--- src/acq_buf_pkg.sv ---
`default_nettype none

package acq_buf_pkg;

  // ============================================================
  // widths and identity
  // ============================================================

  localparam int EPOCH_W = 8;

  // read back from word 0
  localparam logic [31:0] ACQ_BUF_ID = 32'hACB0_0100;

  // word offsets from the bus base address
  localparam logic [7:0] REG_ID        = 8'd0;
  localparam logic [7:0] REG_CONTROL   = 8'd1;
  localparam logic [7:0] REG_WR_DEPTH  = 8'd2;
  localparam logic [7:0] REG_RAM_DEPTH = 8'd3;
  localparam logic [7:0] REG_WR_CNTR   = 8'd4;
  localparam logic [7:0] REG_WR_START  = 8'd5;
  localparam logic [7:0] REG_WR_DATA   = 8'd6;

  // ============================================================
  // structs
  // ============================================================

  // one stored sample, sign and magnitude per rail
  typedef struct packed {
    logic q_mag;
    logic q_sig;
    logic i_mag;
    logic i_sig;
  } sample_t;

  // CONTROL register, bit 31 reads back wr_done
  typedef struct packed {
    logic [21:0]        reserved;
    logic [EPOCH_W-1:0] acq_sync_epoch;
    logic               fifo_wr_en;
    logic               acq_sync_en;
  } acq_ctrl_t;

  // single-cycle strobe bus request
  typedef struct packed {
    logic        wr;
    logic        rd;
    logic [7:0]  addr;
    logic [31:0] wdata;
  } reg_bus_req_t;

  // read port command
  typedef struct packed {
    logic        start;
    logic [15:0] start_addr;
    logic [15:0] depth;
  } rd_cmd_t;

endpackage

`default_nettype wire

--- src/acq_buffer.sv ---
`timescale 1ns/1ps
`default_nettype none

module acq_buffer #(
  parameter int         DEPTH     = 256,
  parameter logic [7:0] BASE_ADDR = 8'h40
) (
  input  wire                            rf_clk,
  input  wire                            reset,
  input  wire acq_buf_pkg::reg_bus_req_t bus_req,
  output logic [31:0]                    bus_rdata,
  output logic                           bus_rvalid,
  input  wire acq_buf_pkg::sample_t      samp_in,
  input  wire                            we_sum,
  input  wire [acq_buf_pkg::EPOCH_W-1:0] time_epoch,
  input  wire                            wr_clr,
  input  wire                            rd_clr,
  input  wire acq_buf_pkg::rd_cmd_t      rd_cmd,
  output acq_buf_pkg::sample_t           rd_data,
  output logic                           rd_valid,
  output logic                           rd_done,
  output logic                           timegen_wr
);

  import acq_buf_pkg::*;

  localparam int AW = $clog2(DEPTH);

  acq_ctrl_t   ctrl;
  logic [15:0] wr_depth;
  logic [15:0] wr_cntr;
  logic        wr_start;
  logic        wr_data;
  logic        wr_done;
  sample_t     bus_sample;
  sample_t     wr_sample;
  logic        we_ram;
  logic [AW:0] wr_addr;
  logic [AW-1:0] rd_addr;

  // ============================================================
  // control registers
  // ============================================================

  acq_regs #(
    .DEPTH     (DEPTH),
    .BASE_ADDR (BASE_ADDR)
  ) u_acq_regs (
    .rf_clk     (rf_clk),
    .reset      (reset),
    .bus_req    (bus_req),
    .bus_rdata  (bus_rdata),
    .bus_rvalid (bus_rvalid),
    .wr_done    (wr_done),
    .wr_cntr    (wr_cntr),
    .ctrl       (ctrl),
    .wr_depth   (wr_depth),
    .wr_start   (wr_start),
    .wr_data    (wr_data),
    .bus_sample (bus_sample)
  );

  // ============================================================
  // capture side
  // ============================================================

  acq_wr_ctrl #(
    .DEPTH (DEPTH)
  ) u_acq_wr_ctrl (
    .rf_clk     (rf_clk),
    .reset      (reset),
    .wr_clr     (wr_clr),
    .ctrl       (ctrl),
    .wr_depth   (wr_depth),
    .wr_start   (wr_start),
    .wr_data    (wr_data),
    .bus_sample (bus_sample),
    .samp_in    (samp_in),
    .we_sum     (we_sum),
    .time_epoch (time_epoch),
    .we_ram     (we_ram),
    .wr_addr    (wr_addr),
    .wr_sample  (wr_sample),
    .wr_done    (wr_done),
    .wr_cntr    (wr_cntr),
    .timegen_wr (timegen_wr)
  );

  sample_ram #(
    .DEPTH (DEPTH)
  ) u_sample_ram (
    .rf_clk    (rf_clk),
    .we        (we_ram),
    .wr_addr   (wr_addr),
    .wr_sample (wr_sample),
    .rd_addr   (rd_addr),
    .rd_sample (rd_data)
  );

  // ============================================================
  // replay side
  // ============================================================

  acq_rd_ctrl #(
    .DEPTH (DEPTH)
  ) u_acq_rd_ctrl (
    .rf_clk   (rf_clk),
    .reset    (reset),
    .rd_clr   (rd_clr),
    .rd_cmd   (rd_cmd),
    .rd_addr  (rd_addr),
    .rd_valid (rd_valid),
    .rd_done  (rd_done)
  );

endmodule

`default_nettype wire

--- src/acq_rd_ctrl.sv ---
`timescale 1ns/1ps
`default_nettype none

module acq_rd_ctrl #(
  parameter int DEPTH = 256
) (
  input  wire                          rf_clk,
  input  wire                          reset,
  input  wire                          rd_clr,
  input  wire acq_buf_pkg::rd_cmd_t    rd_cmd,
  output logic [$clog2(DEPTH)-1:0]     rd_addr,
  output logic                         rd_valid,
  output logic                         rd_done
);

  localparam int AW = $clog2(DEPTH);

  logic        busy;
  logic        accept;
  logic        re_ram;
  logic [15:0] start_q;
  logic [15:0] depth_q;
  logic [15:0] rd_cntr;
  logic [15:0] addr_sum;

  // ============================================================
  // command latch
  // ============================================================

  // a start while busy is dropped
  assign accept = rd_cmd.start && !busy;

  always_ff @(posedge rf_clk) begin
    if (reset || rd_clr) begin
      busy    <= 1'b0;
      depth_q <= '0;
    end else if (accept) begin
      busy    <= 1'b1;
      depth_q <= rd_cmd.depth;
    end else if (rd_done) begin
      busy    <= 1'b0;
    end
  end

  always_ff @(posedge rf_clk) begin
    if (accept) begin
      start_q <= rd_cmd.start_addr;
    end
  end

  // address wraps modulo DEPTH
  assign addr_sum = start_q + rd_cntr;
  assign rd_addr  = addr_sum[AW-1:0];
  assign re_ram   = busy && !rd_done;

  sample_cntr #(
    .WIDTH (16)
  ) u_rd_cntr (
    .rf_clk   (rf_clk),
    .reset    (reset),
    .clear    (rd_clr || accept),
    .inc      (re_ram),
    .limit    (depth_q),
    .count    (rd_cntr),
    .at_limit (rd_done)
  );

  // valid lines up with the registered RAM output
  always_ff @(posedge rf_clk) begin
    if (reset || rd_clr) begin
      rd_valid <= 1'b0;
    end else begin
      rd_valid <= re_ram;
    end
  end

  a_no_valid_after_reset: assert property (@(posedge rf_clk) reset |=> !rd_valid)
    else $error("rd_valid high right after reset");

endmodule

`default_nettype wire

--- src/acq_regs.sv ---
`timescale 1ns/1ps
`default_nettype none

module acq_regs #(
  parameter int         DEPTH     = 256,
  parameter logic [7:0] BASE_ADDR = 8'h40
) (
  input  wire                        rf_clk,
  input  wire                        reset,
  input  wire acq_buf_pkg::reg_bus_req_t bus_req,
  output logic [31:0]                bus_rdata,
  output logic                       bus_rvalid,
  input  wire                        wr_done,
  input  wire [15:0]                 wr_cntr,
  output acq_buf_pkg::acq_ctrl_t     ctrl,
  output logic [15:0]                wr_depth,
  output logic                       wr_start,
  output logic                       wr_data,
  output acq_buf_pkg::sample_t       bus_sample
);

  import acq_buf_pkg::*;

  logic [7:0]  offset;
  acq_ctrl_t   ctrl_wdata;
  logic [31:0] rdata_mux;

  // addresses below the base wrap to large offsets and stay unmapped
  assign offset = bus_req.addr - BASE_ADDR;

  always_comb begin
    ctrl_wdata = acq_ctrl_t'(bus_req.wdata);
    ctrl_wdata.reserved = '0;
  end

  // ============================================================
  // writes
  // ============================================================

  always_ff @(posedge rf_clk) begin
    if (reset) begin
      ctrl     <= '0;
      wr_depth <= '0;
    end else if (bus_req.wr) begin
      if (offset == REG_CONTROL) begin
        ctrl <= ctrl_wdata;
      end
      if (offset == REG_WR_DEPTH) begin
        wr_depth <= bus_req.wdata[15:0];
      end
    end
  end

  // command pulses, one cycle after the write
  always_ff @(posedge rf_clk) begin
    if (reset) begin
      wr_start <= 1'b0;
      wr_data  <= 1'b0;
    end else begin
      wr_start <= bus_req.wr && (offset == REG_WR_START);
      wr_data  <= bus_req.wr && (offset == REG_WR_DATA);
    end
  end

  // test sample travels with the wr_data pulse
  always_ff @(posedge rf_clk) begin
    if (bus_req.wr && (offset == REG_WR_DATA)) begin
      bus_sample <= sample_t'(bus_req.wdata[3:0]);
    end
  end

  // ============================================================
  // reads
  // ============================================================

  always_comb begin
    case (offset)
      REG_ID:        rdata_mux = ACQ_BUF_ID;
      REG_CONTROL:   rdata_mux = {wr_done, ctrl[30:0]};
      REG_WR_DEPTH:  rdata_mux = {16'd0, wr_depth};
      REG_RAM_DEPTH: rdata_mux = 32'(DEPTH);
      REG_WR_CNTR:   rdata_mux = {16'd0, wr_cntr};
      default:       rdata_mux = '0;
    endcase
  end

  always_ff @(posedge rf_clk) begin
    if (bus_req.rd) begin
      bus_rdata <= rdata_mux;
    end
  end

  always_ff @(posedge rf_clk) begin
    if (reset) begin
      bus_rvalid <= 1'b0;
    end else begin
      bus_rvalid <= bus_req.rd;
    end
  end

  a_pulses_exclusive: assert property (@(posedge rf_clk) disable iff (reset)
    !(wr_start && wr_data))
    else $error("wr_start and wr_data pulsed together");

endmodule

`default_nettype wire

--- src/acq_wr_ctrl.sv ---
`timescale 1ns/1ps
`default_nettype none

module acq_wr_ctrl #(
  parameter int DEPTH = 256
) (
  input  wire                              rf_clk,
  input  wire                              reset,
  input  wire                              wr_clr,
  input  wire acq_buf_pkg::acq_ctrl_t      ctrl,
  input  wire [15:0]                       wr_depth,
  input  wire                              wr_start,
  input  wire                              wr_data,
  input  wire acq_buf_pkg::sample_t        bus_sample,
  input  wire acq_buf_pkg::sample_t        samp_in,
  input  wire                              we_sum,
  input  wire [acq_buf_pkg::EPOCH_W-1:0]   time_epoch,
  output logic                             we_ram,
  output logic [$clog2(DEPTH):0]           wr_addr,
  output acq_buf_pkg::sample_t             wr_sample,
  output logic                             wr_done,
  output logic [15:0]                      wr_cntr,
  output logic                             timegen_wr
);

  localparam int AW = $clog2(DEPTH);

  typedef enum logic [1:0] {
    ST_IDLE,
    ST_ARM,
    ST_CAPTURE,
    ST_DONE
  } wr_state_t;

  wr_state_t   state;
  wr_state_t   state_next;
  logic [15:0] limit;
  logic        strobe;
  logic        sync_ok;
  logic        at_limit;
  logic        last_wr;

  // capture never runs past the end of the RAM
  assign limit = (wr_depth > 16'(DEPTH)) ? 16'(DEPTH) : wr_depth;

  // ============================================================
  // source select and write gating
  // ============================================================

  assign strobe    = ctrl.fifo_wr_en ? wr_data : we_sum;
  assign wr_sample = ctrl.fifo_wr_en ? bus_sample : samp_in;
  assign sync_ok   = !ctrl.acq_sync_en || (time_epoch == ctrl.acq_sync_epoch);

  assign we_ram  = (state == ST_CAPTURE) && strobe && !at_limit;
  assign last_wr = we_ram && (wr_cntr == limit - 16'd1);
  assign wr_addr = wr_cntr[AW:0];
  assign wr_done = (state == ST_DONE);

  // count is zero only for the first stored sample
  assign timegen_wr = we_ram && (wr_cntr == '0);

  always_comb begin
    state_next = state;
    case (state)
      ST_ARM: begin
        if (sync_ok) begin
          state_next = ST_CAPTURE;
        end
      end
      // done rises on the edge that stores the last sample
      ST_CAPTURE: begin
        if (at_limit || last_wr) begin
          state_next = ST_DONE;
        end
      end
      default: begin
      end
    endcase
    if (wr_start) begin
      state_next = ST_ARM;
    end
  end

  always_ff @(posedge rf_clk) begin
    if (reset || wr_clr) begin
      state <= ST_IDLE;
    end else begin
      state <= state_next;
    end
  end

  sample_cntr #(
    .WIDTH (16)
  ) u_wr_cntr (
    .rf_clk   (rf_clk),
    .reset    (reset),
    .clear    (wr_clr || wr_start),
    .inc      (we_ram),
    .limit    (limit),
    .count    (wr_cntr),
    .at_limit (at_limit)
  );

  a_no_write_done: assert property (@(posedge rf_clk) disable iff (reset)
    (state == ST_DONE) |-> !we_ram)
    else $error("RAM write after capture done");

endmodule

`default_nettype wire

--- src/sample_cntr.sv ---
`timescale 1ns/1ps
`default_nettype none

module sample_cntr #(
  parameter int WIDTH = 16
) (
  input  wire              rf_clk,
  input  wire              reset,
  input  wire              clear,
  input  wire              inc,
  input  wire [WIDTH-1:0]  limit,
  output logic [WIDTH-1:0] count,
  output logic             at_limit
);

  // ============================================================
  // count register
  // ============================================================

  // clear wins over inc
  always_ff @(posedge rf_clk) begin
    if (reset || clear) begin
      count <= '0;
    end else if (inc) begin
      count <= count + 1'b1;
    end
  end

  // stays high until the next clear
  assign at_limit = (count == limit);

  // users gate inc with at_limit, so the count never overshoots
  a_no_inc_at_limit: assert property (@(posedge rf_clk) disable iff (reset)
    inc |-> !at_limit)
    else $error("counter stepped past its limit");

endmodule

`default_nettype wire

--- src/sample_ram.sv ---
`timescale 1ns/1ps
`default_nettype none

module sample_ram #(
  parameter int DEPTH = 256
) (
  input  wire                        rf_clk,
  input  wire                        we,
  input  wire [$clog2(DEPTH):0]      wr_addr,
  input  wire acq_buf_pkg::sample_t  wr_sample,
  input  wire [$clog2(DEPTH)-1:0]    rd_addr,
  output acq_buf_pkg::sample_t       rd_sample
);

  import acq_buf_pkg::*;

  localparam int AW = $clog2(DEPTH);

  sample_t mem [DEPTH];

  // write address keeps the count's extra bit
  always_ff @(posedge rf_clk) begin
    if (we) begin
      mem[wr_addr[AW-1:0]] <= wr_sample;
    end
  end

  // registered read, data one cycle after the address
  always_ff @(posedge rf_clk) begin
    rd_sample <= mem[rd_addr];
  end

  a_wr_in_range: assert property (@(posedge rf_clk) we |-> (wr_addr < DEPTH))
    else $error("sample RAM write beyond DEPTH");

endmodule

`default_nettype wire

--- config.mk ---
export PLATFORM = sky130hd
export DESIGN_NAME = acq_buffer
export DESIGN_NICKNAME = d
export VERILOG_FILES = /design/src/acq_buf_pkg.sv /design/src/acq_buffer.sv /design/src/acq_rd_ctrl.sv /design/src/acq_regs.sv /design/src/acq_wr_ctrl.sv /design/src/sample_cntr.sv /design/src/sample_ram.sv
export SDC_FILE = /design/constraint.sdc
export NUM_CORES = 1
export LEC_CHECK = 0
export ABC_AREA = 0
export BUFFER_PORTS_ARGS = -buffer_cell sky130_fd_sc_hd__buf_2
export CAP_MARGIN = 25
export CELL_PAD_IN_SITES_DETAIL_PLACEMENT = 2
export CELL_PAD_IN_SITES_GLOBAL_PLACEMENT = 2
export CORE_AREA = 3 3 392 278
export CTS_BUF_LIST = sky130_fd_sc_hd__clkbuf_8
export DETAILED_ROUTE_END_ITERATION = 12
export DIE_AREA = 0 0 395 281
export PLACE_DENSITY_LB_ADDON = 0.1
export SYNTH_ARGS = -nofsm -noshare
export SYNTH_HDL_FRONTEND = slang
export SYNTH_HIERARCHICAL = 1
export SYNTH_SLANG_ARGS = --single-unit
--- constraint.sdc ---
create_clock -name rf_clk -period 3.96 [get_ports rf_clk]
set_input_delay 0.396 -clock rf_clk [delete_from_list [all_inputs] [get_ports rf_clk]]
set_output_delay 0.396 -clock rf_clk [all_outputs]
set_load 0.005 [all_outputs]
=== Yosys cells after proc, flatten, opt, wreduce, memory -nomap -nowiden ===
Memories as Yosys holds them, arrays and structs flattened. A register that Yosys moved wholly into a read port is not among the register bits.
Cells that the tools add are included.

* Memory bits (writable): 1024
* Logic and storage cells: 86
* Bits in latches: 0
* ROM bits: 0
* Memories: 1
* Register bits after elaboration: 125

* Multiplexer cells: 12
* Divide/modulo/power cells: 0
* Order comparisons: 1
* Multipliers: 0
* Add/sub/neg operators: 5
* Shifts and indexed selects: 0
* Equal/unequal tests: 17
* Reduce and logical (&&, ||, !) cells: 30
* Bitwise gates (word level): 0

{| class="wikitable"
|+ Memory list
! memory !! depth !! width !! read ports !! clocked after memory_dff !! wr ports !! line !! source
|-
| u_sample_ram.mem || 256 || 4 || 1 || 1 || 1 || sample_ram.sv:19 || <nowiki>sample_t mem [DEPTH];</nowiki>
|}

{| class="wikitable"
|+ Operator list
! cell !! count
|-
| $pmux 32 s5 || 1
|-
| $eq 16x16->1 || 3
|-
| $add 16x1->16 const B || 2
|-
| $eq 8x3->1 const B || 3
|-
| $eq 8x2->1 const B || 2
|-
| $gt 16x9->1 const B || 1
|-
| $logic_not 16->1 || 1
|-
| $mux 16 || 1
|-
| $sub 16x1->16 const B || 1
|-
| $add 8x8->8 || 1
|-
| $eq 8x1->1 const B || 1
|-
| $eq 8x8->1 || 1
|-
| $logic_and 1x1->1 || 8
|-
| $logic_not 8->1 || 1
|-
| $logic_or 1x1->1 || 8
|-
| $sub 8x7->8 const B || 1
|-
| $mux 1 || 6
|-
| $reduce_and 3->1 || 2
|-
| $eq 2x2->1 const B || 2
|-
| $logic_not 1->1 || 4
|-
| $mux 2 || 2
|-
| $mux 4 || 1
|-
| $pmux 2 s2 || 1
|-
| $reduce_and 2->1 || 2
|-
| other kinds (8) || 9
|}

=== Logic depth before layout (Yosys ltp) ===
* Depth after elaboration: 10
* Mapped depth: 15

=== Hierarchy ===
Netlist, hierarchy kept.

{| class="wikitable"
|+ By module, submodules not included
! module !! cells an instance !! instances !! sequential area each (um^2) !! area an instance (um^2)
|-
| sample_ram || 2051 || 1 || 30829.6 || 40675.3
|-
| acq_regs || 230 || 1 || 1241.2 || 2570.0
|-
| sample_cntr || 109 || 2 || 320.3 || 952.2
|-
| acq_rd_ctrl || 129 || 1 || 600.6 || 1211.2
|-
| acq_wr_ctrl || 126 || 1 || 40.0 || 967.2
|}

=== Worst setup path before layout ===
Ideal clock, no wire load.

* Kind: register to register
* From: reg u_acq_regs.wr_depth[10]
* To: mem u_sample_ram/mem[234][0] (netlist name), enable pin
* Cell stages (with the launch flop): 16
* Buffers on the path: 4
* Setup slack: 0.278 ns
* Arrival time: 3.353 ns
* Data required time: 3.630 ns
* Path through: dfxtp_1 > or4_4 > buf_6 > nor4_4 > and2_1 > nand2_1 > inv_1 > xnor2_1 > nand4_1 > nor4_1 > nor4b_1 > clkbuf_1 > buf_1 > nand3_1 > clkbuf_1 > nor2_1

* Word-level cells in the longest chain between the ends: 7

{| class="wikitable"
|+ RTL lines
! what !! line !! source
|-
| start: declaration || acq_regs.sv:16 || <nowiki>output logic [15:0] wr_depth,</nowiki>
|-
| start signal: assignment || acq_regs.sv:49 || <nowiki>wr_depth <= bus_req.wdata[15:0];</nowiki>
|-
| $gt 16x9->1 || acq_wr_ctrl.sv:44 || <nowiki>assign limit = (wr_depth > 16'(DEPTH)) ? 16'(DEPTH) : wr_depth;</nowiki>
|-
| $mux 16 || acq_wr_ctrl.sv:44 ||
|-
| named net u_acq_wr_ctrl.limit[1] || acq_wr_ctrl.sv:37 || <nowiki>logic [15:0] limit;</nowiki>
|-
| $eq 16x16->1 || sample_cntr.sv:30 || <nowiki>assign at_limit = (count == limit);</nowiki>
|-
| named net u_acq_wr_ctrl.at_limit || acq_wr_ctrl.sv:40 || <nowiki>logic at_limit;</nowiki>
|-
| $logic_not 1->1 || acq_wr_ctrl.sv:54 || <nowiki>assign we_ram = (state == ST_CAPTURE) && strobe && !at_limit;</nowiki>
|-
| $logic_and 1x1->1 || acq_wr_ctrl.sv:54 ||
|-
| named net we_ram || acq_buffer.sv:37 || <nowiki>logic we_ram;</nowiki>
|-
| $mux 1 || sample_ram.sv:23 || <nowiki>if (we) begin</nowiki>
|-
| $mux 1 (implied by the code) || sample_ram.sv:24 || <nowiki>mem[wr_addr[AW-1:0]] <= wr_sample;</nowiki>
|-
| end: declaration || sample_ram.sv:19 ||
|}

The timed path passes the listed nets, and every way through them passes these cells.

=== Worst setup path in the final report ===
* From: reg u_acq_regs.wr_depth[14]
* To: out timegen_wr

* Word-level cells in the longest chain between the ends: 6

{| class="wikitable"
|+ RTL lines
! what !! line !! source
|-
| $gt 16x9->1 || acq_wr_ctrl.sv:44 ||
|-
| $mux 16 || acq_wr_ctrl.sv:44 ||
|-
| named net u_acq_wr_ctrl.limit[3] || acq_wr_ctrl.sv:37 ||
|-
| $eq 16x16->1 || sample_cntr.sv:30 ||
|-
| named net u_acq_wr_ctrl.at_limit || acq_wr_ctrl.sv:40 ||
|-
| $logic_not 1->1 || acq_wr_ctrl.sv:54 ||
|-
| $logic_and 1x1->1 || acq_wr_ctrl.sv:54 ||
|-
| named net we_ram || acq_buffer.sv:37 ||
|-
| $logic_and 1x1->1 || acq_wr_ctrl.sv:60 || <nowiki>assign timegen_wr = we_ram && (wr_cntr == '0);</nowiki>
|-
| end: declaration || acq_buffer.sv:22 || <nowiki>output logic timegen_wr</nowiki>
|}

The timed path passes the listed nets, and every way through them passes these cells.

==> out/qor.txt <==
outcome: finished, violations left
failing checks: setup timing
DRC violation count after routing: 0
Pwr Total: 23,980 µW
Clock Path Buffers: 3
layout cells sized above 1: 27.41%
endpoints failing setup: 1
largest net degree at the start of global routing: 152
RR Startpoint: u_acq_regs/wr_depth[14]
crit path buf inv count: 3
Area Overhead vs Synth: 15.51%
Worst Path Max Fanout: 3
kind of critical path: flip-flop to output pin
CTS Sinks: 1,139
worst reg2reg path endpoint: u_sample_ram/mem[99][1]
Hold Path Depth: 2
clock power share: 38.3%
Syn. warnings: 6
worst skew pair latency: 0.88 ns
Sw Pwr: 5693 µW
crit-path leading delay family: simple AND/OR/NAND/NOR gates
first-pass GRT wire length: 216.4 mm
Via density: 5.941
Least-Margin Pin Slew: 1.096 ns
DR WL/cell: 31.64 µm
Max Cap Viol: 0
vias in the first global route: 29,970
drt first-iter violations: 2,694
min Tclk post-route: 4.090 ns
DR vias: 27,550
clock buffer count from CTS: 177
Peak VDD IR: 0.2759 mV
most used cell, CP: nor4_4
FF-to-FF path depth: 13
pre-CTS WS: -0.09358 ns
die height: 281 µm
I/O pin total: 132
Synth Cell Area: 0.04716 mm²
GRT Total Usage: 26.73%
CTS tree: built
root buf cell: clkbuf_8
PD cells: 440.3 mW/mm²
Tcrit/Tclk final: 103.3%
clock slew at the register clock pins of the worst setup and hold paths: 0.07 ns
Layout Skew: 0.05024 ns
Hold Path End: u_sample_ram/mem[172][1]
nets: 3,176
Final Hold Viols: 0
hpwl dp: 95.22 mm
Synth Instances: 2,731
Final GP Congestion: 0.8261
CP Capture Type: output pin
die area: 0.1110 mm²
Critical Path Start: u_acq_regs/wr_depth[14]
slowest CP cell: or4_4
final wirelength: 146.7 mm
initial antenna violation count: 4
unrepaired setup endpoints after global routing: true
Max Clk Rate: 244.5 MHz
Slew Viols, Final: 0
commonest non-fill, non-tap cell in the layout: edfxtp_1
post-route setup slack: -0.1302 ns
Detailed Routing Iterations Pass 1: 5
Initial Util: 44.60%
row cnt: 100
Util after Layout: 51.52%
die width: 395 µm
Lkg Pwr: 0.01753 µW
CP Data Required Time: 3.56 ns
Setup crit start kind: flip-flop
R2R Setup Slk: 0.12 ns
sequential power share: 54.9%
Mean Syn Cell Area: 17.27 µm²
Sw Share: 23.74%
worst min path class: primary input to flip-flop
total grt overflow: 0
Arrival @ worst endpoint: 3.69 ns
H-tree Lvls: 4
IO Port Bufs: 98
# fillers: 9,426
Hold Path Origin: samp_in[1]
Crit path largest cell delay: 0.55 ns
Slew headroom: 26.69%
Critical Path, Cell by Cell: or4_4, nor4_4, buf_4, and3_4, xnor2_2, nand4_1, nor4_4, nor4b_4, clkbuf_16, nand3_2, nor2_2, buf_2
internal cell power: 18,290 µW
core area: 0.1057 mm²
leading cell types in the layout, fill and taps excluded: 1,054 x edfxtp_1, 250 x mux4_2, 228 x nor2_1, 186 x clkbuf_8, 128 x buf_4
antenna-violating nets left: 0
combinational group share of total power: 6.7%
## sequential cells by signal, indices dropped and copies added, names as in the netlist, 4 cells and up
name                           count
u_acq_rd_ctrl/depth_q             16
u_acq_rd_ctrl/start_q              8
u_acq_rd_ctrl/u_rd_cntr/count     16
u_acq_regs/bus_rdata              18
u_acq_regs/bus_sample              4
u_acq_regs/ctrl                   10
u_acq_regs/wr_depth               16
u_acq_wr_ctrl/u_wr_cntr/count     16
u_sample_ram/mem                1024
u_sample_ram/rd_sample             4
## metrics by stage
| stage | std cells | cell area (µm²) | hold WS [ns] | setup TNS [ns] |
|---|---|---|---|---|
| finish | 4637 | 54470 | 0.07323 | -0.1302 |
| global placement | 4253 | 50310 | 0.4692 | 0 |
| detailed placement | 4253 | 50310 | 0.4741 | -6.730 |
| floorplan | 2745 | 47210 | 0.4496 | 0 |
| CTS | 4631 | 54160 | 0.03174 | -0.3075 |
| global route | 4637 | 54470 | 0.02647 | -0.3788 |
## repair_timing
item	4_1_cts	5_1_grt
gates cloned	0	1
pin swaps	0	8
gates resized for setup	5	78
hold endpoints to repair	82	0
hold buffers	65	0
setup endpoints to repair	314	36
buffers inserted	0	3
## per-layer routing
| layer | GRT usage (%) | wire [µm] | share of wire (%) | vias up |
|---|---|---|---|---|
| li1 | - | - | - | 11540 |
| met1 | 39.61 | 65920 | 45 | 14890 |
| met2 | 41.35 | 68420 | 47 | 938 |
| met3 | 4.675 | 9945 | 6.8 | 180 |
| met4 | 6.588 | 2435 | 1.7 | 0 |
| met5 | 0 | 0 | 0 | - |
## how the worst max path moves through the flow
stage	end	slack (ns)	cells past startpoint
3_3_place_gp	u_sample_ram/mem[60][1]	0.15	14
3_5_place_dp	u_sample_ram/mem[12][3]	-0.09	14
4_1_cts	timegen_wr	-0.31	14
6_report	timegen_wr	-0.13	12
5_1_grt	timegen_wr	-0.29	12
2_1_floorplan	u_sample_ram/mem[234][0]	0.28	15
## final cells by class
| type | count | area [µm²] | share of cell area, % |
|---|---|---|---|
| clock buffers | 186 | 2560 | 4.700 |
| flip-flops and latches | 1139 | 33350 | 61.24 |
| repair buffers | 334 | 2988 | 5.486 |
| diodes | 2 | 5.005 | 0.009189 |
| clock inverters | 127 | 608.1 | 1.116 |
| well taps | 1428 | 1787 | 3.280 |
| multi-input cells | 1394 | 13060 | 23.97 |
| inverters | 27 | 111.4 | 0.2044 |
## power groups by stage
| stage | combinational, µW | sequential [µW] | clock, µW |
|---|---|---|---|
| final | 1610 | 13200 | 9200 |
| after global routing | 1710 | 13200 | 9960 |
| after CTS | 1600 | 13200 | 9490 |
| after detailed placement | 1550 | 13400 | 0 |
| after global placement | 1480 | 13400 | 0 |
| after floorplan | 916 | 13400 | 0 |
Note: power is estimated with default switching activity, not from simulation.
